`src/design/isaPkg.sv`:
```
// miniCore instruction set definitions
`default_nettype none

package isaPkg;

    typedef logic [15:0] word_t;    // Data or address word
    typedef logic [2:0]  regSel_t;  // One of eight registers
    typedef logic [4:0]  opcode_t;  // Instr[15:11]

    typedef enum logic [1:0] {
        aluAdd  = 2'b00,
        aluSub  = 2'b01,            // opA - opB
        aluXor  = 2'b10,
        aluPass = 2'b11             // Forward opB, used by lbi
    } aluOp_t;

    // Supported opcodes
    localparam opcode_t opHalt = 5'b00000;
    localparam opcode_t opJ    = 5'b00100;  // J-format
    localparam opcode_t opJal  = 5'b00110;  // J-format, links to r7
    localparam opcode_t opBeqz = 5'b01100;  // I-format 2
    localparam opcode_t opLbi  = 5'b11000;  // I-format 2
    localparam opcode_t opAddi = 5'b01000;  // I-format 1
    localparam opcode_t opSubi = 5'b01001;  // I-format 1
    localparam opcode_t opXori = 5'b01010;  // I-format 1, zero extended imm
    localparam opcode_t opRfmt = 5'b11011;  // add, sub, xor by Instr[1:0]

    localparam logic [1:0] fnAdd = 2'b00;  // R-format ext field
    localparam logic [1:0] fnSub = 2'b01;
    localparam logic [1:0] fnXor = 2'b10;

    localparam regSel_t linkReg = 3'd7;    // jal return address

    typedef enum logic [2:0] {
        stFetch     = 3'd0,
        stDecode    = 3'd1,
        stExecute   = 3'd2,
        stWriteback = 3'd3,
        stHalt      = 3'd4
    } coreState_t;

endpackage

`default_nettype wire

```
`src/design/controlFsm.sv`:
```
// Instruction sequencing FSM
`timescale 1ns/1ns
`default_nettype none

module controlFsm import isaPkg::*; (
    input  logic       clk,
    input  logic       arstN,
    input  opcode_t    opcode,       // From latched instruction
    input  logic [1:0] funct,        // R-format ext field
    input  logic       operandZero,  // Rs == 0, for beqz
    output logic       instrLatch,   // Fetch strobe
    output logic       regWrite,     // Writeback strobe
    output logic       pcLoadRel,
    output logic       pcStep,
    output logic       aluSrc,       // 1 selects immediate as opB
    output aluOp_t     aluOp,
    output logic       i1Fmt,
    output logic       regDst,       // Rd field as destination
    output logic       zeroExt,
    output logic       isLink,
    output logic       isBranch,
    output logic       isJump,
    output logic       halted
);

    coreState_t state, stateNext;
    logic       writesReg;  // Instruction has a destination register

    always_comb begin
        case (state)
            stFetch:     stateNext = stDecode;
            stDecode:    stateNext = (opcode == opHalt) ? stHalt : stExecute;
            stExecute:   stateNext = stWriteback;
            stWriteback: stateNext = stFetch;
            default:     stateNext = stHalt;  // Parked until reset
        endcase
    end

    always_ff @(posedge clk or negedge arstN) begin
        if (!arstN) begin
            state <= stFetch;
        end else begin
            state <= stateNext;
        end
    end

    // Control word captured at the end of decode, held to writeback
    always_ff @(posedge clk or negedge arstN) begin
        if (!arstN) begin
            aluSrc    <= 1'b0;
            aluOp     <= aluAdd;
            i1Fmt     <= 1'b0;
            regDst    <= 1'b0;
            zeroExt   <= 1'b0;
            isLink    <= 1'b0;
            isBranch  <= 1'b0;
            isJump    <= 1'b0;
            writesReg <= 1'b0;
        end else if (state == stDecode) begin
            aluSrc    <= 1'b0;    // Defaults act as a nop
            aluOp     <= aluAdd;
            i1Fmt     <= 1'b0;
            regDst    <= 1'b0;
            zeroExt   <= 1'b0;
            isLink    <= 1'b0;
            isBranch  <= 1'b0;
            isJump    <= 1'b0;
            writesReg <= 1'b0;
            case (opcode)
                opRfmt: begin
                    regDst    <= 1'b1;
                    writesReg <= 1'b1;
                    case (funct)
                        fnSub:   aluOp <= aluSub;
                        fnXor:   aluOp <= aluXor;
                        default: aluOp <= aluAdd;  // fnAdd
                    endcase
                end
                opAddi, opSubi, opXori: begin
                    i1Fmt     <= 1'b1;
                    aluSrc    <= 1'b1;
                    writesReg <= 1'b1;
                    zeroExt   <= (opcode == opXori);  // Logical imm is unsigned
                    aluOp     <= (opcode == opAddi) ? aluAdd :
                                 (opcode == opSubi) ? aluSub : aluXor;
                end
                opLbi: begin
                    aluSrc    <= 1'b1;
                    aluOp     <= aluPass;  // Rs <- sext(imm8)
                    writesReg <= 1'b1;
                end
                opBeqz:  isBranch <= 1'b1;
                opJ:     isJump   <= 1'b1;
                opJal: begin
                    isJump    <= 1'b1;
                    isLink    <= 1'b1;
                    writesReg <= 1'b1;
                end
                default: ;  // halt leaves, others run as nop
            endcase
        end
    end

    assign instrLatch = (state == stFetch);
    assign regWrite   = (state == stWriteback) && writesReg;
    assign pcLoadRel  = (state == stWriteback) && (isJump || (isBranch && operandZero));
    assign pcStep     = (state == stWriteback) && !pcLoadRel;
    assign halted     = (state == stHalt);

endmodule

`default_nettype wire

```
`src/design/pcCounter.sv`:
```
// Program counter
`timescale 1ns/1ns
`default_nettype none

module pcCounter import isaPkg::*; #(
    parameter word_t resetPc = 16'h0000
) (
    input  logic  clk,
    input  logic  arstN,
    input  logic  pcStep,     // Sequential step
    input  logic  pcLoadRel,  // Jump or taken branch
    input  word_t offset,     // Relative to pc + 2
    output word_t pc,
    output word_t pcNext      // pc + 2, also the jal link value
);

    word_t target;

    assign pcNext = pc + 16'd2;
    assign target = pcNext + offset;  // Wraps within 16 bits

    always_ff @(posedge clk or negedge arstN) begin
        if (!arstN) begin
            pc <= resetPc;
        end else if (pcLoadRel) begin
            pc <= target;
        end else if (pcStep) begin
            pc <= pcNext;
        end
    end

endmodule

`default_nettype wire

```
`src/design/regFile.sv`:
```
// Eight entry register file
`timescale 1ns/1ns
`default_nettype none

module regFile import isaPkg::*; (
    input  logic    clk,
    input  logic    arstN,
    input  regSel_t read1Sel,
    input  regSel_t read2Sel,
    input  regSel_t writeSel,
    input  word_t   writeData,
    input  logic    writeEn,
    output word_t   read1Data,
    output word_t   read2Data
);

    word_t regs [8];

    always_ff @(posedge clk or negedge arstN) begin
        if (!arstN) begin
            for (int i = 0; i < 8; i++) begin
                regs[i] <= '0;  // All registers start at zero
            end
        end else if (writeEn) begin
            regs[writeSel] <= writeData;
        end
    end

    // Reads are asynchronous and never overlap a write in this core
    assign read1Data = regs[read1Sel];
    assign read2Data = regs[read2Sel];

endmodule

`default_nettype wire

```
`src/design/decode.sv`:
```
// Decode stage with register file
`timescale 1ns/1ns
`default_nettype none

module decode import isaPkg::*; (
    input  logic       clk,
    input  logic       arstN,
    input  word_t      instr,        // From instruction memory
    input  logic       instrLatch,
    input  logic       regWrite,
    input  logic       regDst,
    input  logic       i1Fmt,
    input  logic       zeroExt,
    input  logic       isLink,
    input  word_t      writeData,    // ALU result
    output word_t      readData1,    // Rs
    output word_t      readData2,    // Rt in R-format
    output word_t      immVal,
    output word_t      jumpDist,     // J-format displacement
    output regSel_t    writeRegOut,
    output opcode_t    opcode,
    output logic [1:0] funct
);

    word_t   instrQ;   // Current instruction
    regSel_t rsSel;
    regSel_t rtSel;
    regSel_t rdSel;
    word_t   immI1Sext;
    word_t   immI1Zext;
    word_t   immI2Sext;

    always_ff @(posedge clk) begin
        if (instrLatch) begin
            instrQ <= instr;  // Captured in the fetch cycle
        end
    end

    // Field layout
    //   R   opc[15:11] Rs[10:8] Rt[7:5] Rd[4:2] ext[1:0]
    //   I1  opc Rs Rd[7:5] imm5[4:0]
    //   I2  opc Rs imm8[7:0]
    //   J   opc disp11[10:0]
    assign opcode = instrQ[15:11];
    assign rsSel  = instrQ[10:8];
    assign rtSel  = instrQ[7:5];
    assign rdSel  = instrQ[4:2];
    assign funct  = instrQ[1:0];

    always_comb begin
        if (isLink) begin
            writeRegOut = linkReg;  // jal
        end else if (i1Fmt) begin
            writeRegOut = rtSel;    // Second field is Rd in I-format 1
        end else if (regDst) begin
            writeRegOut = rdSel;    // R-format
        end else begin
            writeRegOut = rsSel;    // lbi
        end
    end

    regFile uRegFile (
        .clk       (clk),
        .arstN     (arstN),
        .read1Sel  (rsSel),
        .read2Sel  (rtSel),
        .writeSel  (writeRegOut),
        .writeData (writeData),
        .writeEn   (regWrite),
        .read1Data (readData1),
        .read2Data (readData2)
    );

    assign immI1Sext = {{11{instrQ[4]}}, instrQ[4:0]};
    assign immI1Zext = {11'b0, instrQ[4:0]};
    assign immI2Sext = {{8{instrQ[7]}}, instrQ[7:0]};

    always_comb begin
        case ({i1Fmt, zeroExt})
            2'b11:   immVal = immI1Zext;  // xori
            2'b10:   immVal = immI1Sext;  // addi, subi
            default: immVal = immI2Sext;  // lbi, beqz
        endcase
    end

    assign jumpDist = {{5{instrQ[10]}}, instrQ[10:0]};

endmodule

`default_nettype wire

```
`src/design/alu.sv`:
```
// Arithmetic and logic unit
`timescale 1ns/1ns
`default_nettype none

module alu import isaPkg::*; (
    input  word_t  opA,          // Rs
    input  word_t  opB,          // Rt or immediate
    input  aluOp_t aluOp,
    input  logic   linkSel,      // jal writes the return address
    input  word_t  linkValue,
    output word_t  result,
    output logic   operandZero   // Rs test for beqz
);

    word_t opResult;

    always_comb begin
        case (aluOp)
            aluAdd:  opResult = opA + opB;
            aluSub:  opResult = opA - opB;
            aluXor:  opResult = opA ^ opB;
            default: opResult = opB;  // aluPass
        endcase
    end

    assign result      = linkSel ? linkValue : opResult;
    assign operandZero = (opA == 16'h0000);

endmodule

`default_nettype wire

```
`src/design/miniCore.sv`:
```
// miniCore top level
`timescale 1ns/1ns
`default_nettype none

module miniCore import isaPkg::*; #(
    parameter word_t resetPc = 16'h0000
) (
    input  logic    clk,
    input  logic    arstN,
    input  word_t   instr,         // Combinational memory reply
    output word_t   instrAddr,
    output logic    regWriteEn,
    output regSel_t regWriteSel,
    output word_t   regWriteData,
    output logic    halted
);

    opcode_t    opcode;
    logic [1:0] funct;
    logic       instrLatch;
    logic       pcLoadRel;
    logic       pcStep;
    logic       aluSrc;
    aluOp_t     aluOp;
    logic       i1Fmt;
    logic       regDst;
    logic       zeroExt;
    logic       isLink;
    logic       isBranch;
    logic       isJump;
    logic       operandZero;
    word_t      readData1;
    word_t      readData2;
    word_t      immVal;
    word_t      jumpDist;
    word_t      aluB;
    word_t      pcNext;
    word_t      pcOffset;

    assign aluB     = aluSrc ? immVal : readData2;
    assign pcOffset = ({16{isJump}} & jumpDist) | ({16{isBranch}} & immVal);  // One-hot

    controlFsm uFsm (
        .clk (clk), .arstN (arstN), .opcode (opcode), .funct (funct),
        .operandZero (operandZero), .instrLatch (instrLatch), .regWrite (regWriteEn),
        .pcLoadRel (pcLoadRel), .pcStep (pcStep), .aluSrc (aluSrc), .aluOp (aluOp),
        .i1Fmt (i1Fmt), .regDst (regDst), .zeroExt (zeroExt), .isLink (isLink),
        .isBranch (isBranch), .isJump (isJump), .halted (halted)
    );

    pcCounter #(.resetPc(resetPc)) uPc (
        .clk (clk), .arstN (arstN), .pcStep (pcStep), .pcLoadRel (pcLoadRel),
        .offset (pcOffset), .pc (instrAddr), .pcNext (pcNext)
    );

    decode uDecode (
        .clk (clk), .arstN (arstN), .instr (instr), .instrLatch (instrLatch),
        .regWrite (regWriteEn), .regDst (regDst), .i1Fmt (i1Fmt), .zeroExt (zeroExt),
        .isLink (isLink), .writeData (regWriteData), .readData1 (readData1),
        .readData2 (readData2), .immVal (immVal), .jumpDist (jumpDist),
        .writeRegOut (regWriteSel), .opcode (opcode), .funct (funct)
    );

    alu uAlu (
        .opA (readData1), .opB (aluB), .aluOp (aluOp), .linkSel (isLink),
        .linkValue (pcNext), .result (regWriteData), .operandZero (operandZero)
    );

endmodule

`default_nettype wire

```
`config.mk`:
```
export PLATFORM = sky130hd
export DESIGN_NAME = miniCore
export DESIGN_NICKNAME = d
export VERILOG_FILES = /design/src/design/isaPkg.sv /design/src/design/controlFsm.sv /design/src/design/pcCounter.sv /design/src/design/regFile.sv /design/src/design/decode.sv /design/src/design/alu.sv /design/src/design/miniCore.sv
export SDC_FILE = /design/constraint.sdc
export NUM_CORES = 1
export LEC_CHECK = 0
export ABC_AREA = 1
export BUFFER_PORTS_ARGS = -buffer_cell sky130_fd_sc_hd__buf_4
export CAP_MARGIN = 10
export CORE_MARGIN = 1.5
export CORE_UTILIZATION = 50
export CTS_BUF_LIST = sky130_fd_sc_hd__clkbuf_8
export CTS_CLUSTER_DIAMETER = 120
export DETAILED_ROUTE_END_ITERATION = 16
export HOLD_SLACK_MARGIN = 0.15
export PLACE_DENSITY = 0.72
export SYNTH_ARGS = -nofsm -noshare
export SYNTH_HDL_FRONTEND = slang
export SYNTH_SLANG_ARGS = --single-unit
```
`constraint.sdc`:
```
create_clock -name clk -period 7.74 [get_ports clk]
set_clock_uncertainty 0.15 [all_clocks]
set_input_delay 0.387 -clock clk [delete_from_list [all_inputs] [get_ports clk]]
set_output_delay 0.387 -clock clk [all_outputs]
set_load 0.1 [all_outputs]
```
### After elaboration in Yosys (flattened, before gate mapping)

Index checks and enable logic that the tools add are counted.

| word-level totals | value |
|---|---|
| output and inout port bits | 37 |
| flip-flop bits (word level) | 173 |

| cells by class | value |
|---|---|
| $add $sub $neg | 4 |
| muxes and demuxes | 32 |
| equality and inequality tests | 18 |
| reductions and logical operators | 16 |
| bitwise logic cells | 7 |
| $lt $le $gt $ge | 4 |

Operator list:

| kind | number |
|---|---|
| $mux W16 | 9 |
| $bwmux W128 | 1 |
| $bmux W16 S3 | 2 |
| $demux W16 S3 | 1 |
| $pmux W16 S3 | 1 |
| $add A16 B16 Y16 | 2 |
| $and A16 B16 Y16 | 2 |
| $pmux W16 S2 | 1 |
| $eq A5 B4 Y1 const B | 4 |
| $add A16 B2 Y16 const B | 1 |
| $logic_not A16 Y1 | 1 |
| $or A16 B16 Y16 | 1 |
| $sub A16 B16 Y16 | 1 |
| $xor A16 B16 Y16 | 1 |
| $ge A4 B4 Y1 const B | 3 |
| $mux W3 | 4 |
| $not A3 Y4 | 3 |
| $pmux W3 S4 | 1 |
| $eq A5 B3 Y1 const B | 2 |
| $eq A5 B5 Y1 const B | 2 |
| $eq A2 B2 Y1 const B | 4 |
| $mux W1 | 8 |
| $eq A3 B2 Y1 const B | 2 |
| $pmux W2 S3 | 1 |
| other kinds (17) | 23 |

### Depth between registers and ports, before layout

| depth | value |
|---|---|
| depth after elaboration | 12 |
| gate-level depth with buffers | 29 |
| gate-level depth less buffers | 27 |

### Modules after synthesis

A second synthesis with hierarchy kept.

| unflattened totals | value |
|---|---|
| cells, all modules | 2,074 |
| area, all modules | 13,122.6 um^2 |

By module, submodules not included:

| module | seq. area each (um^2) | area an instance (um^2) | cells each | instances |
|---|---|---|---|---|
| regFile | 3,203.1 | 7,490.9 | 1,165 | 1 |
| pcCounter | 400.4 | 1,891.8 | 293 | 1 |
| alu | 0.0 | 1,810.5 | 353 | 1 |
| decode | 480.5 | 754.5 | 67 | 1 |
| controlFsm | 325.3 | 719.4 | 92 | 1 |
| miniCore | 0.0 | 455.4 | 104 | 1 |

### Worst setup path after synthesis

Ideal clock, no wire load.

| path | value |
|---|---|
| path kind | flip-flop to output port |
| from | register uDecode.instrQ[5] |
| to | output port regWriteData[15] |
| setup slack | 2.559 ns |
| data required time | 7.203 ns |
| cell stages (with the launch flop) | 25 |
| arrival time | 4.644 ns |
| cell sequence | edfxtp_1 > buf_6 > buf_6 > buf_6 > o21ai_1 > nand3_1 > nand3_1 > nand2_1 > inv_1 > ha_1 > nand3_2 > nor2_2 > nand2_1 > nor3_2 > a31oi_1 > xor2_1 > ha_1 > a21oi_1 > o21bai_1 > a21oi_1 > inv_1 > a221o_1 > nand3_1 > nand3_2 > a21oi_1 |

| on the way | value |
|---|---|
| longest elaborated chain between the ends | 8 |
| elaborated cells on any way between the ends | 11 |
| classes of those cells | add/sub: 2; mux: 7; bitwise: 2 |

RTL lines:

| what | line | text |
|---|---|---|
| start, declared | decode.sv:25 | `word_t instrQ;` |
| start signal, assigned | decode.sv:35 | `instrQ <= instr;` |
| $not A3 Y4 (implied by the code) | regFile.sv:31 | `assign read2Data = regs[read2Sel];` |
| $bmux W16 S3 | regFile.sv:31 |  |
| $mux W16 (implied by the code) (2 in a row) | regFile.sv:31 |  |
| $mux W16 (*) | miniCore.sv:40 | `assign aluB = aluSrc ? immVal : readData2;` |
| $sub A16 B16 Y16, or another cell as far along | alu.sv:20 | `aluSub: opResult = opA - opB;` |
| $pmux W16 S3 (*) | alu.sv:18 | `case (aluOp)` |
| $mux W16 (*) | alu.sv:26 | `assign result = linkSel ? linkValue : opResult;` |
| end, declared | miniCore.sv:14 | `output word_t regWriteData,` |

Mark *: on every way between the ends. The rest lies on a longest branch, timed or not. The select of a mux whose other input is x is not followed.

### Worst setup path in the final report

| path | value |
|---|---|
| from | register uDecode.instrQ[5] |
| to | output port regWriteData[14] |

Same word-level chain as after synthesis.

==> results.cfg <==
[timing]
relSlewSlack_pct = 20.9
fin_crit_ps = 6220
tightest_slew_ps = 1190
finalCritPeriodShare_pct = 80.4
setup_tns_ps = 0
hold_viol = 0
setup-violations-final = 0
slew_violations = 0
max_freq_mhz = 161
rsz0062_at_grt = no

[floorplanning]
die-area_um2 = 24800
rows = 56
num_io_pins = 55
initial_utilization_pct = 50.9
die_h_um = 158
die_width_um = 158
core_area_um2 = 23500

[worst_setup_path]
crit_path_end_kind = output pin
cp_data_required_time_ps = 7200
crit_type = reg -> out
startpoint_type = flop
cpPeakStageDelay_ps = 770
crit_path_top_delay_cell = buf_4
crit_path_max_fanout = 100
cp.arrival_ps = 5690

[detailed_routing]
vias = 11569
viasPerCell = 5.63
drtAntennaViolNets = 0
drc = 0
wl_per_cell_um = 17.4
drtPass1Iterations = 6
drt_iter0_drc = 1028
routed_wl_um = 35800

[synth]
yosys_warnings = 0
synthXorXnorAreaFrac_pct = 2.97
synth_edf_count = 16
async_reset_ff_share_pct = 90.8
synth_top_area_cell = dfrtp_1
synth_top_family_by_area = simple AND/OR/NAND/NOR gates
synth_common_cells = 416 x nand2_1, 257 x o21ai_0, 189 x inv_1, 157 x dfrtp_1, 124 x nand3_1
synthDistinctLibCells = 53
ys_top_cells_by_area = dfrtp_1 33%, nand2_1 13%, o21ai_0 11%
netlist.area_leader.share_pct = 32.9
synth_ff_type = dfrtp_1
synth_area_per_cell_um2 = 7.01
syn_inst = 1705
synth_nets = 1757
synth_compound_area_share_pct = 20.8
synthMuxAreaShare_pct = 0
netlist_area_um2 = 11900
synth_most_common_cell = nand2_1
synth_adder_area_share_pct = 3.69
synth-simple-area-share_pct = 25.1
synth-seq-cells = 173
ys_seq_area_share_pct = 36.9

[placed_design]
io_buffers = 54
dp_hpwl_um = 24000
place_congestion = 0.950

[global_routing]
grt_pass1_wl_um = 58000
grt_pass1_vias = 11216
grt_max_degree = 101
antenna_found_initial = 0
grt_usage_pct = 30.3
globalRouteOverflowTotal = 0

[final_layout]
antenna_cells = 0
drive_above_1_share_pct = 8.12
fin_util_pct = 55.0
num-nets-final = 1775
area_growth_pct = 7.98
fillers = 2302

[worst_hold_path]
hold_path.class = reg -> reg

[clock_tree]
cts_buffers = 17
cts_tree = yes
cts.path.max_buffers = 2
clock_sinks = 173
clkSlewWorstSetupHoldPaths_ps = 110
cts_setup_buffers = 0
cts_root_buffer = clkbuf_8
h-tree-depth = 4
insertion_delay_ps = 490
ctsResizeCount = 0

[outcome]
status = finished, final reports clean

[job]
cap_viol_max_count = 0
==> path summary, 6_finish.rpt <==
path / start / to / slack, ps / cells past startpoint
max in group asynchronous: arstN / uDecode.uRegFile.regs[92] / 5590 / 3
max reg2reg: uDecode.instrQ[5] / uDecode.uRegFile.regs[14] / 2410 / 26
min: uFsm.state[0] / uFsm.state[0] / 320 / 1
min in group asynchronous: arstN / uDecode.uRegFile.regs[106] / 390 / 2
min reg2reg: uFsm.state[0] / uFsm.state[0] / 320 / 1
max: uDecode.instrQ[5] / regWriteData[14] / 1520 / 27
==> worst max-delay path, delay by kind of cell (launching register included) <==
family                     cells  cell delay [ps]
and+or+nand+nor               16             2210
buffers and inverters          7             1720
AOI/OAI and AO/OA              2              210
adders and majority gates      2              680
DFF                            1              350
==> cells by family after synthesis <==
| family | after synthesis |
|---|---|
| and+or+nand+nor | 711 |
| buffers and inverters | 287 |
| adders and majority gates | 34 |
| DFF | 173 |
| AOI/OAI and AO/OA | 461 |
| xor gates and xnor gates | 39 |
==> stage by stage <==
| step | worst slack (ps) | area [µm²] | std cells | hold WS (ps) |
|---|---|---|---|---|
| finish | 1520 | 12900 | 2055 | 319 |
| global route | 1050 | 12900 | 2055 | 352 |
| CTS | 1600 | 12900 | 2054 | 320 |
| detailed placement | 2140 | 12400 | 2005 | 305 |
| global placement | 2230 | 12400 | 2005 | 296 |
| floorplan | 2560 | 11900 | 1705 | -58.6 |
==> layout make-up <==
cell class / count / area (µm²) / area share (%)
Clock inverter: 14 / 125 / 0.970
Sequential cell: 173 / 4410 / 34.2
Inverter: 202 / 766 / 5.94
Clock buffer: 18 / 248 / 1.92
Tap cell: 319 / 399 / 3.09
Timing Repair Buffer: 84 / 674 / 5.23
Multi-Input combinational cell: 1245 / 6280 / 48.7
==> cells in the final DEF, fill, tap and decap left out, types with 4 or more instances in the layout <==
| cell | Yosys | layout |
|---|---|---|
| o21ai_1 | 31 | 31 |
| xnor2_1 | 11 | 11 |
| or2_1 | 4 | 4 |
| o211ai_1 | 31 | 31 |
| clkinv_4 | 1 | 4 |
| xor2_1 | 27 | 27 |
| nand2_2 | 5 | 5 |
| nor3_1 | 16 | 15 |
| nor2_1 | 109 | 109 |
| inv_1 | 189 | 189 |
| inv_2 | 9 | 9 |
| a21oi_1 | 105 | 105 |
| a31oi_1 | 7 | 7 |
| o21a_1 | 8 | 8 |
| nand4_1 | 6 | 6 |
| nand2_1 | 416 | 416 |
| dlygate4sd3_1 | 0 | 17 |
| o22ai_1 | 4 | 4 |
| clkbuf_8 | 0 | 18 |
| dfrtp_1 | 157 | 157 |
| edfxtp_1 | 16 | 16 |
| or2_2 | 11 | 11 |
| inv_6 | 0 | 4 |
| buf_4 | 11 | 65 |
| nand3_1 | 124 | 124 |
| ha_1 | 32 | 32 |
| o21ai_0 | 257 | 257 |
==> state kept, by name, indices dropped and copies added (netlist names), 2 cells and up <==
signal	count
uDecode.uRegFile.regs	128
uPc.pc	16
uDecode.instrQ	16
uFsm.state	3
uFsm.aluOp	2
==> routing by layer <==
metal / global-route usage (%) / share of wire (%) / vias to the layer above
met4: 15.1 / 4.5 / 0
met5: 0 / 0 / -
met2: 48.2 / 45 / 455
met1: 39.9 / 44 / 5358
li1: - / - / 5649
met3: 5.04 / 5.9 / 107
==> what timing repair did <==
item | CTS | global route
hold buffers | 17 | 0
endpoints found under the setup margin | 0 | 0
hold endpoints to repair | 100 | 0
Power is not shown: default switching activity piles up to over one toggle a cycle in this logic, so the estimate is an artifact.
